### src/rtl/dma_cfg_pkg.sv
package dma_cfg_pkg;

  // Width of one data beat
  localparam int DATA_WIDTH = 32;

  // In-burst beat counter for 16-beat bursts
  localparam int BEATS_PER_BURST_WIDTH = 4;

  // Burst ids wrap modulo 8
  localparam int ID_WIDTH = 3;

  // Half the id range so a full buffer and an empty one differ
  localparam int NUM_SLOTS = 4;

  // Transfer length holds beats minus one
  localparam int LEN_WIDTH = 8;

endpackage

### src/rtl/dma_ctrl_pkg.sv
package dma_ctrl_pkg;

  typedef enum logic [1:0] {
    IDLE,
    ISSUE,
    DRAIN
  } ctrl_state_e;

  function automatic logic [dma_cfg_pkg::ID_WIDTH-1:0] id_next(
    input logic [dma_cfg_pkg::ID_WIDTH-1:0] id
  );
    return id + 1'b1;
  endfunction

  // Top id bit only tells apart two passes over the same slot
  function automatic logic [dma_cfg_pkg::ID_WIDTH-2:0] id_slot(
    input logic [dma_cfg_pkg::ID_WIDTH-1:0] id
  );
    return id[dma_cfg_pkg::ID_WIDTH-2:0];
  endfunction

  function automatic logic [dma_cfg_pkg::ID_WIDTH-1:0] ids_in_use(
    input logic [dma_cfg_pkg::ID_WIDTH-1:0] head,
    input logic [dma_cfg_pkg::ID_WIDTH-1:0] tail
  );
    return head - tail; // Modulo distance
  endfunction

endpackage

### src/rtl/dma_request_ctrl.sv
`timescale 1ns/1ps

module dma_request_ctrl (
  input  logic                                          clk,
  input  logic                                          resetn,
  input  logic                                          xfer_start,
  input  logic [dma_cfg_pkg::LEN_WIDTH-1:0]             xfer_beats,
  input  logic                                          xfer_sync,
  output logic                                          xfer_busy,
  output logic                                          xfer_done,
  output logic                                          req_valid,
  input  logic                                          req_ready,
  output logic [dma_cfg_pkg::BEATS_PER_BURST_WIDTH-1:0] req_last_burst_length,
  output logic                                          req_sync_transfer_start,
  output logic [dma_cfg_pkg::ID_WIDTH-1:0]              request_id,
  input  logic [dma_cfg_pkg::ID_WIDTH-1:0]              response_id,
  output logic                                          eot,
  input  logic [dma_cfg_pkg::ID_WIDTH-1:0]              dest_id
);

  dma_ctrl_pkg::ctrl_state_e state;

  // One bit wider than the burst index to hold a count of 16
  logic [dma_cfg_pkg::LEN_WIDTH-dma_cfg_pkg::BEATS_PER_BURST_WIDTH:0] bursts_left;
  logic [dma_cfg_pkg::ID_WIDTH-1:0] final_id;
  logic final_granted;
  logic grant;

  assign xfer_busy = state != dma_ctrl_pkg::IDLE;
  assign req_valid = state == dma_ctrl_pkg::ISSUE;

  assign grant = (bursts_left != '0) &&
                 (dma_ctrl_pkg::ids_in_use(request_id, dest_id) < dma_cfg_pkg::NUM_SLOTS);

  // Final burst is being filled
  assign eot = final_granted && (response_id == final_id);

  // All granted bursts drained once dest_id catches up
  assign xfer_done = (state == dma_ctrl_pkg::DRAIN) && final_granted &&
                     (dest_id == request_id);

  always_ff @(posedge clk) begin
    if (!resetn) begin
      state <= dma_ctrl_pkg::IDLE;
    end else begin
      case (state)
        dma_ctrl_pkg::IDLE: begin
          if (xfer_start) begin
            state <= dma_ctrl_pkg::ISSUE;
          end
        end
        dma_ctrl_pkg::ISSUE: begin
          if (req_ready) begin
            state <= dma_ctrl_pkg::DRAIN;
          end
        end
        dma_ctrl_pkg::DRAIN: begin
          if (xfer_done) begin
            state <= dma_ctrl_pkg::IDLE;
          end
        end
        default: state <= dma_ctrl_pkg::IDLE;
      endcase
    end
  end

  always_ff @(posedge clk) begin
    if (!resetn) begin
      bursts_left   <= '0;
      request_id    <= '0;
      final_granted <= 1'b0;
    end else begin
      if (state == dma_ctrl_pkg::IDLE && xfer_start) begin
        bursts_left <= {1'b0, xfer_beats[dma_cfg_pkg::LEN_WIDTH-1:
                                         dma_cfg_pkg::BEATS_PER_BURST_WIDTH]} + 1'b1;
        final_granted <= 1'b0;
      end
      if (grant) begin
        request_id  <= dma_ctrl_pkg::id_next(request_id);
        bursts_left <= bursts_left - 1'b1;
        if (bursts_left == 1) begin
          final_granted <= 1'b1;
        end
      end
    end
  end

  always_ff @(posedge clk) begin
    if (state == dma_ctrl_pkg::IDLE && xfer_start) begin
      req_last_burst_length   <= xfer_beats[dma_cfg_pkg::BEATS_PER_BURST_WIDTH-1:0];
      req_sync_transfer_start <= xfer_sync;
    end
    if (grant && bursts_left == 1) begin
      final_id <= request_id;
    end
  end

endmodule

### src/rtl/dma_data_mover.sv
`timescale 1ns/1ps

module dma_data_mover (
  input  logic                                          clk,
  input  logic                                          resetn,
  input  logic [dma_cfg_pkg::ID_WIDTH-1:0]              request_id,
  output logic [dma_cfg_pkg::ID_WIDTH-1:0]              response_id,
  input  logic                                          eot,
  input  logic                                          req_valid,
  output logic                                          req_ready,
  input  logic [dma_cfg_pkg::BEATS_PER_BURST_WIDTH-1:0] req_last_burst_length,
  input  logic                                          req_sync_transfer_start,
  input  logic                                          s_valid,
  output logic                                          s_ready,
  input  logic [dma_cfg_pkg::DATA_WIDTH-1:0]            s_data,
  input  logic                                          s_sync,
  output logic                                          wr_valid,
  output logic [dma_cfg_pkg::DATA_WIDTH-1:0]            wr_data,
  output logic [dma_cfg_pkg::ID_WIDTH-1:0]              wr_id,
  output logic                                          wr_last,
  output logic                                          bl_valid,
  output logic [dma_cfg_pkg::BEATS_PER_BURST_WIDTH-1:0] measured_last_burst_length
);

  logic [dma_cfg_pkg::BEATS_PER_BURST_WIDTH-1:0] last_burst_length;
  logic [dma_cfg_pkg::BEATS_PER_BURST_WIDTH-1:0] beat_counter;
  logic [dma_cfg_pkg::BEATS_PER_BURST_WIDTH-1:0] beat_counter_minus_one;
  logic [dma_cfg_pkg::ID_WIDTH-1:0] id;
  logic [dma_cfg_pkg::ID_WIDTH-1:0] next_id;
  logic pending_burst;
  logic active;
  logic last_eot;
  logic last_non_eot;
  logic needs_sync;
  logic has_sync;
  logic last;
  logic last_load;

  assign has_sync = ~needs_sync | s_sync;
  assign s_ready  = pending_burst & active;
  assign wr_valid = s_valid & s_ready & has_sync; // Pre-sync beats are dropped here
  assign wr_data  = s_data;
  assign wr_id    = id;
  assign wr_last  = last;
  assign response_id = id;

  // Last flags are precomputed one beat ahead
  assign last = eot ? last_eot : last_non_eot;

  // Ready on the final beat so the next request follows with no gap
  assign last_load = wr_valid & last_eot & eot;
  assign req_ready = last_load | ~active;

  always_ff @(posedge clk) begin
    if (!resetn) begin
      active <= 1'b0;
    end else if (req_valid & req_ready) begin
      active <= 1'b1;
    end else if (last_load) begin
      active <= 1'b0;
    end
  end

  always_ff @(posedge clk) begin
    if (!resetn) begin
      needs_sync <= 1'b0;
    end else if (req_valid & req_ready) begin
      needs_sync <= req_sync_transfer_start;
    end else if (wr_valid) begin
      needs_sync <= 1'b0; // First marked beat seen
    end
  end

  always_ff @(posedge clk) begin
    if (!resetn) begin
      beat_counter           <= '0;
      beat_counter_minus_one <= '0;
      last_eot               <= 1'b0;
      last_non_eot           <= 1'b0;
    end else if (req_ready) begin
      beat_counter           <= 'h1;
      beat_counter_minus_one <= '0;
      last_eot               <= req_last_burst_length == '0;
      last_non_eot           <= 1'b0;
    end else if (wr_valid) begin
      beat_counter           <= beat_counter + 1'b1; // Wraps at each full burst
      beat_counter_minus_one <= beat_counter;
      last_eot               <= beat_counter == last_burst_length;
      last_non_eot           <= beat_counter == '1;
    end
  end

  always_ff @(posedge clk) begin
    if (req_ready) begin
      last_burst_length <= req_last_burst_length;
    end
  end

  always_ff @(posedge clk) begin
    if (!resetn) begin
      bl_valid <= 1'b0;
    end else begin
      bl_valid <= wr_valid & last;
    end
  end

  always_ff @(posedge clk) begin
    if (wr_valid & last) begin
      measured_last_burst_length <= beat_counter_minus_one;
    end
  end

  assign next_id = (wr_valid & last) ? dma_ctrl_pkg::id_next(id) : id;

  always_ff @(posedge clk) begin
    if (!resetn) begin
      id            <= '0;
      pending_burst <= 1'b0;
    end else begin
      id            <= next_id;
      pending_burst <= next_id != request_id; // Granted slot waiting to be filled
    end
  end

endmodule

### src/rtl/dma_burst_buffer.sv
`timescale 1ns/1ps

module dma_burst_buffer (
  input  logic                                          clk,
  input  logic                                          resetn,
  input  logic                                          wr_valid,
  input  logic [dma_cfg_pkg::DATA_WIDTH-1:0]            wr_data,
  input  logic [dma_cfg_pkg::ID_WIDTH-1:0]              wr_id,
  input  logic                                          wr_last,
  input  logic                                          bl_valid,
  input  logic [dma_cfg_pkg::BEATS_PER_BURST_WIDTH-1:0] measured_last_burst_length,
  output logic [dma_cfg_pkg::ID_WIDTH-1:0]              dest_id,
  output logic                                          m_valid,
  input  logic                                          m_ready,
  output logic [dma_cfg_pkg::DATA_WIDTH-1:0]            m_data,
  output logic                                          m_last
);

  logic [dma_cfg_pkg::DATA_WIDTH-1:0]
    mem [dma_cfg_pkg::NUM_SLOTS * 2**dma_cfg_pkg::BEATS_PER_BURST_WIDTH];
  logic [dma_cfg_pkg::BEATS_PER_BURST_WIDTH-1:0] slot_len [dma_cfg_pkg::NUM_SLOTS];
  logic [dma_cfg_pkg::NUM_SLOTS-1:0] slot_full;
  logic [dma_cfg_pkg::BEATS_PER_BURST_WIDTH-1:0] wr_idx;
  logic [dma_cfg_pkg::BEATS_PER_BURST_WIDTH-1:0] rd_idx;
  logic [dma_cfg_pkg::ID_WIDTH-2:0] close_slot;
  logic [dma_cfg_pkg::ID_WIDTH-2:0] rd_slot;
  logic [dma_cfg_pkg::ID_WIDTH-1:0] rd_id;
  logic rd_last;
  logic fetch;

  assign rd_slot = dma_ctrl_pkg::id_slot(rd_id);
  assign rd_last = rd_idx == slot_len[rd_slot];
  assign fetch   = slot_full[rd_slot] & (~m_valid | m_ready);

  always_ff @(posedge clk) begin
    if (wr_valid) begin
      mem[{dma_ctrl_pkg::id_slot(wr_id), wr_idx}] <= wr_data;
    end
    if (wr_valid & wr_last) begin
      close_slot <= dma_ctrl_pkg::id_slot(wr_id); // Length arrives next cycle
    end
    if (bl_valid) begin
      slot_len[close_slot] <= measured_last_burst_length;
    end
    if (fetch) begin
      m_data <= mem[{rd_slot, rd_idx}];
      m_last <= rd_last;
    end
  end

  always_ff @(posedge clk) begin
    if (!resetn) begin
      wr_idx    <= '0;
      slot_full <= '0;
    end else begin
      if (wr_valid) begin
        wr_idx <= wr_last ? '0 : wr_idx + 1'b1;
      end
      if (fetch & rd_last) begin
        slot_full[rd_slot] <= 1'b0;
      end
      if (bl_valid) begin
        slot_full[close_slot] <= 1'b1;
      end
    end
  end

  // Read pointer runs one beat ahead of dest_id
  always_ff @(posedge clk) begin
    if (!resetn) begin
      rd_id   <= '0;
      rd_idx  <= '0;
      dest_id <= '0;
      m_valid <= 1'b0;
    end else begin
      if (fetch) begin
        m_valid <= 1'b1;
        if (rd_last) begin
          rd_idx <= '0;
          rd_id  <= dma_ctrl_pkg::id_next(rd_id);
        end else begin
          rd_idx <= rd_idx + 1'b1;
        end
      end else if (m_ready) begin
        m_valid <= 1'b0;
      end
      if (m_valid & m_ready & m_last) begin
        dest_id <= dma_ctrl_pkg::id_next(dest_id); // Slot free for a new grant
      end
    end
  end

endmodule

### src/rtl/dma_subsystem.sv
`timescale 1ns/1ps

module dma_subsystem (
  input  logic                                clk,
  input  logic                                resetn,
  input  logic                                xfer_start,
  input  logic [dma_cfg_pkg::LEN_WIDTH-1:0]   xfer_beats,
  input  logic                                xfer_sync,
  output logic                                xfer_busy,
  output logic                                xfer_done,
  input  logic                                s_valid,
  output logic                                s_ready,
  input  logic [dma_cfg_pkg::DATA_WIDTH-1:0]  s_data,
  input  logic                                s_sync,
  output logic                                m_valid,
  input  logic                                m_ready,
  output logic [dma_cfg_pkg::DATA_WIDTH-1:0]  m_data,
  output logic                                m_last
);

  logic req_valid;
  logic req_ready;
  logic [dma_cfg_pkg::BEATS_PER_BURST_WIDTH-1:0] req_last_burst_length;
  logic req_sync_transfer_start;
  logic [dma_cfg_pkg::ID_WIDTH-1:0] request_id;
  logic [dma_cfg_pkg::ID_WIDTH-1:0] response_id;
  logic [dma_cfg_pkg::ID_WIDTH-1:0] dest_id;
  logic eot;
  logic wr_valid;
  logic [dma_cfg_pkg::DATA_WIDTH-1:0] wr_data;
  logic [dma_cfg_pkg::ID_WIDTH-1:0] wr_id;
  logic wr_last;
  logic bl_valid;
  logic [dma_cfg_pkg::BEATS_PER_BURST_WIDTH-1:0] measured_last_burst_length;

  dma_request_ctrl i_request_ctrl (
    .clk                     (clk),
    .resetn                  (resetn),
    .xfer_start              (xfer_start),
    .xfer_beats              (xfer_beats),
    .xfer_sync               (xfer_sync),
    .xfer_busy               (xfer_busy),
    .xfer_done               (xfer_done),
    .req_valid               (req_valid),
    .req_ready               (req_ready),
    .req_last_burst_length   (req_last_burst_length),
    .req_sync_transfer_start (req_sync_transfer_start),
    .request_id              (request_id),
    .response_id             (response_id),
    .eot                     (eot),
    .dest_id                 (dest_id)
  );

  dma_data_mover i_data_mover (
    .clk                        (clk),
    .resetn                     (resetn),
    .request_id                 (request_id),
    .response_id                (response_id),
    .eot                        (eot),
    .req_valid                  (req_valid),
    .req_ready                  (req_ready),
    .req_last_burst_length      (req_last_burst_length),
    .req_sync_transfer_start    (req_sync_transfer_start),
    .s_valid                    (s_valid),
    .s_ready                    (s_ready),
    .s_data                     (s_data),
    .s_sync                     (s_sync),
    .wr_valid                   (wr_valid),
    .wr_data                    (wr_data),
    .wr_id                      (wr_id),
    .wr_last                    (wr_last),
    .bl_valid                   (bl_valid),
    .measured_last_burst_length (measured_last_burst_length)
  );

  dma_burst_buffer i_burst_buffer (
    .clk                        (clk),
    .resetn                     (resetn),
    .wr_valid                   (wr_valid),
    .wr_data                    (wr_data),
    .wr_id                      (wr_id),
    .wr_last                    (wr_last),
    .bl_valid                   (bl_valid),
    .measured_last_burst_length (measured_last_burst_length),
    .dest_id                    (dest_id),
    .m_valid                    (m_valid),
    .m_ready                    (m_ready),
    .m_data                     (m_data),
    .m_last                     (m_last)
  );

endmodule

### config.mk
export PLATFORM = sky130hd
export DESIGN_NAME = dma_subsystem
export DESIGN_NICKNAME = d
export VERILOG_FILES = /design/src/rtl/dma_cfg_pkg.sv /design/src/rtl/dma_ctrl_pkg.sv /design/src/rtl/dma_request_ctrl.sv /design/src/rtl/dma_data_mover.sv /design/src/rtl/dma_burst_buffer.sv /design/src/rtl/dma_subsystem.sv
export SDC_FILE = /design/constraint.sdc
export NUM_CORES = 2
export LEC_CHECK = 0
export ABC_AREA = 0
export BUFFER_PORTS_ARGS = -buffer_cell sky130_fd_sc_hd__buf_2
export CAP_MARGIN = 10
export CORE_MARGIN = 2
export CORE_UTILIZATION = 40
export CTS_CLUSTER_DIAMETER = 80
export DETAILED_ROUTE_END_ITERATION = 7
export GPL_ROUTABILITY_DRIVEN = 0
export SLEW_MARGIN = 10
export SYNTH_ARGS = -nofsm -noshare
export SYNTH_HDL_FRONTEND = slang
export SYNTH_HIERARCHICAL = 1
export SYNTH_SLANG_ARGS = --single-unit
export TNS_END_PERCENT = 30
### constraint.sdc
create_clock -name clk -period 7.67 [get_ports clk]
set_clock_uncertainty 0.1 [all_clocks]
set_input_delay 1.1505 -clock clk [delete_from_list [all_inputs] [get_ports clk]]
set_output_delay 1.1505 -clock clk [all_outputs]
set_load 0.02 [all_outputs]
==> report_table.html <==
<table>
<tr><th>Metric</th><th>Value</th></tr>
<tr><th colspan="2">Final layout</th></tr>
<tr><td>Count of nets after finishing</td><td>4054</td></tr>
<tr><td>Layout Cells excl Fill</td><td>6877</td></tr>
<tr><td>Proportion of layout cells with a drive suffix above 1</td><td>0.2660</td></tr>
<tr><td>Area added between synthesis and finish</td><td>12.65%</td></tr>
<tr><th colspan="2">Hold path</th></tr>
<tr><td>Hold WC Path Type</td><td>reg2reg</td></tr>
<tr><td>Hold_sp</td><td>i_data_mover/beat_counter_minus_one[2]</td></tr>
<tr><th colspan="2">Worst setup path</th></tr>
<tr><td>Critical path endpoint category</td><td>register</td></tr>
<tr><td>Crit Path Max Fanout</td><td>40</td></tr>
<tr><td>Arr. time, crit path</td><td>4.59 ns</td></tr>
<tr><td>Critical Setup Path Class</td><td>reg2reg</td></tr>
<tr><td>Crit path launch type</td><td>register</td></tr>
<tr><td>Required time of the worst setup path</td><td>8.21 ns</td></tr>
<tr><td>Launching instance or port of the critical path</td><td>i_burst_buffer/rd_idx[2]</td></tr>
<tr><td>Critical register-to-register path startpoint</td><td>i_burst_buffer/rd_idx[2]</td></tr>
<tr><th colspan="2">CTS</th></tr>
<tr><td>Number of buffers added to fix hold violations after cts</td><td>0</td></tr>
<tr><td>Clock sink total</td><td>2163</td></tr>
<tr><td>Buffers inserted during post-CTS setup optimization</td><td>0</td></tr>
<tr><td>Clock insertion delay at the later pin of the skew report</td><td>0.86 ns</td></tr>
<tr><td>Largest buffer count on any clock path</td><td>3</td></tr>
<tr><td>Num CTS Buffers</td><td>215</td></tr>
<tr><td># H-tree levels</td><td>4</td></tr>
<tr><td>TritonCTS clock tree</td><td>built</td></tr>
<tr><td>Gates resized, CTS repair</td><td>0</td></tr>
<tr><td>Clock root cell</td><td>sky130_fd_sc_hd__clkbuf_16</td></tr>
<tr><td>CTS clock-pin slew for the worst setup and hold paths</td><td>0.06 ns</td></tr>
<tr><th colspan="2">Die</th></tr>
<tr><td>Total die area</td><td>211600 um2</td></tr>
<tr><td>Placeable core region</td><td>206900 um2</td></tr>
<tr><td>Starting density of the core</td><td>0.4021</td></tr>
<tr><td># rows</td><td>167</td></tr>
<tr><td>Boundary pin count</td><td>84</td></tr>
<tr><td>Y dimension of the die</td><td>460.0 um</td></tr>
<tr><td>DIE WIDTH</td><td>460.0 um</td></tr>
<tr><th colspan="2">Routing</th></tr>
<tr><td>Router iterations before antenna repair</td><td>5</td></tr>
<tr><td>Drt wl/cell</td><td>30.85 um</td></tr>
<tr><td>DR vias/cell</td><td>5.812</td></tr>
<tr><td>DRC violations left</td><td>0</td></tr>
<tr><td>Detailed Route WL</td><td>212200 um</td></tr>
<tr><td>Initial drt markers</td><td>4849</td></tr>
<tr><td>ANT nets after route</td><td>0</td></tr>
<tr><td>Total via count in the routed design</td><td>39.97k</td></tr>
<tr><th colspan="2">Synthesis</th></tr>
<tr><td>Netlist Area Pre-Place</td><td>83190 um2</td></tr>
<tr><td>Syn. warnings</td><td>6</td></tr>
<tr><td>Post-Synthesis Mean Instance Area</td><td>21.94 um2</td></tr>
<tr><td>Synthesized instance count</td><td>3791</td></tr>
<tr><td>Net Count, Synth</td><td>3854</td></tr>
<tr><th colspan="2">STA</th></tr>
<tr><td>Pins over their slew limit</td><td>0</td></tr>
<tr><td>Final cycle utilization of the critical path</td><td>0.5288</td></tr>
<tr><td>Highest achievable clock rate</td><td>246.6 MHz</td></tr>
<tr><td>Total negative slack for setup checks</td><td>0 ns</td></tr>
<tr><td>Transition time at the pin with the least slew margin</td><td>1.225 ns</td></tr>
<tr><td>Tmin final</td><td>4.056 ns</td></tr>
<tr><td>Final hold vios</td><td>0</td></tr>
<tr><td>Tightest hold margin</td><td>0.3362 ns</td></tr>
<tr><td>Slew Limit Headroom</td><td>0.1832</td></tr>
<tr><td>Number of setup violations in the final report</td><td>0</td></tr>
<tr><td>Unrepaired setup endpoints after global routing</td><td>false</td></tr>
<tr><th colspan="2">Power</th></tr>
<tr><td>Largest vdd supply drop</td><td>0.2068 mV</td></tr>
<tr><td>Total power per unit cell area</td><td>249.0 nW/um2</td></tr>
<tr><td>Reported leakage power</td><td>28.05 nW</td></tr>
<tr><th colspan="2">Global routing</th></tr>
<tr><td>Number of global-route vias before repair</td><td>39.83k</td></tr>
<tr><td>Wire length of the first global-routing pass</td><td>301200 um</td></tr>
<tr><td>Number of antenna violations at the first check in global routing</td><td>19</td></tr>
<tr><td>Pin count of the biggest net entering global routing</td><td>98</td></tr>
<tr><td>Remaining global-route overflow</td><td>0</td></tr>
<tr><td>Global-route total usage across every layer</td><td>0.2005</td></tr>
<tr><th colspan="2">Outcome</th></tr>
<tr><td>Status</td><td>completed</td></tr>
<tr><th colspan="2">Job</th></tr>
<tr><td>Max_cap viols</td><td>0</td></tr>
<tr><th colspan="2">Placement</th></tr>
<tr><td>Half-perimeter wire length after detailed placement</td><td>124200 um</td></tr>
<tr><td>Number of instances in the placed design</td><td>6478</td></tr>
<tr><td>Count of input and output buffers</td><td>83</td></tr>
</table>
-- per-stage QoR --
stage | setup slack, ns | area, um2 | power (mW) | utilization
after floorplan | 1.910 | 83190 | 13.52 | -
after global placement | 2.940 | 87110 | 13.68 | 0.4211
after detailed placement | 2.860 | 87110 | 13.70 | 0.4211
after CTS | 3.647 | 93690 | 23.51 | 0.4529
after global routing | 3.343 | 93700 | 24.04 | 0.4530
final | 3.614 | 93710 | 23.33 | 0.4530
-- registers in the layout, indices dropped and copies added (netlist names), 3 cells and up, named ones only --
signal	flops
i_request_ctrl/req_last_burst_length	4
i_data_mover/beat_counter_minus_one	4
i_data_mover/measured_last_burst_length	4
i_request_ctrl/request_id	3
i_data_mover/last_burst_length	4
i_burst_buffer/rd_idx	4
i_request_ctrl/final_id	3
i_burst_buffer/wr_idx	4
i_burst_buffer/slot_full	4
i_burst_buffer/mem	2048
i_data_mover/beat_counter	4
i_data_mover/response_id	3
i_burst_buffer/slot_len	16
i_burst_buffer/m_data	32
i_request_ctrl/bursts_left	5
i_burst_buffer/dest_id	3
-- cell type report --
| class | count | area, um2 |
|---|---|---|
| Antenna cell | 7 | 17.52 |
| Timing Repair Buffer | 215 | 1519 |
| Tap cell | 2704 | 3383 |
| Multi-Input combinational cell | 1377 | 17650 |
| Sequential cell | 2163 | 64490 |
| Clock buffer | 267 | 5638 |
| Inverter | 19 | 71.32 |
| Clock inverter | 125 | 938.4 |
| Fill cell | 17267 | 113200 |
-- layer usage --
layer	vias to the layer above	GRT usage	wire length, um
li1	16391	-	-
met1	21598	0.2785	86170
met2	1676	0.3181	101700
met4	10	0.05698	5487
met5	-	0	70
met3	297	0.04540	18720
-- final timing paths --
path                            slack [ns]                                         end  cells past startpoint
worst max-delay path                  3.61                    i_burst_buffer/m_data[2]                      7
worst min-delay path                  0.34  i_data_mover/measured_last_burst_length[2]                      0
worst max register to register        3.61                    i_burst_buffer/m_data[2]                      7
worst min register to register        0.34  i_data_mover/measured_last_burst_length[2]                      0
-- cell usage in the layout (no fill, tap or decap), drive strengths merged, types with 16 or more instances in the layout --
master	n
a21oi	69
a221oi	41
a22o	22
buf	215
clkbuf	267
clkinv	106
dfxtp	48
edfxtp	2115
ha	16
inv	25
mux2	27
mux2i	135
mux4	493
nand2	75
nand2b	18
nand3	28
nor2	105
nor2b	24
nor3	34
o21ai	31
o221ai	19
o22ai	75
-- worst max-delay path: stages, from the launching register on --
cell and delay, ns:
sky130_fd_sc_hd__dfxtp_4 0.77, sky130_fd_sc_hd__buf_4 0.65, sky130_fd_sc_hd__buf_4 0.52, sky130_fd_sc_hd__mux4_2 0.28, sky130_fd_sc_hd__o22ai_1 0.08, sky130_fd_sc_hd__nor3_1 0.67, sky130_fd_sc_hd__nor2_1 0.37, sky130_fd_sc_hd__a221oi_1 0.30
-- report_power, final --
| group | total, mW | switching, mW | internal (mW) | leakage [nW] |
|---|---|---|---|---|
| Combinational | 0.413 | 0.312 | 0.101 | 5.41 |
| Clock | 9.89 | 4.42 | 5.48 | 3.21 |
| Sequential | 13.0 | 0.0282 | 13.0 | 19.4 |
(Power assumes the default switching activity.)
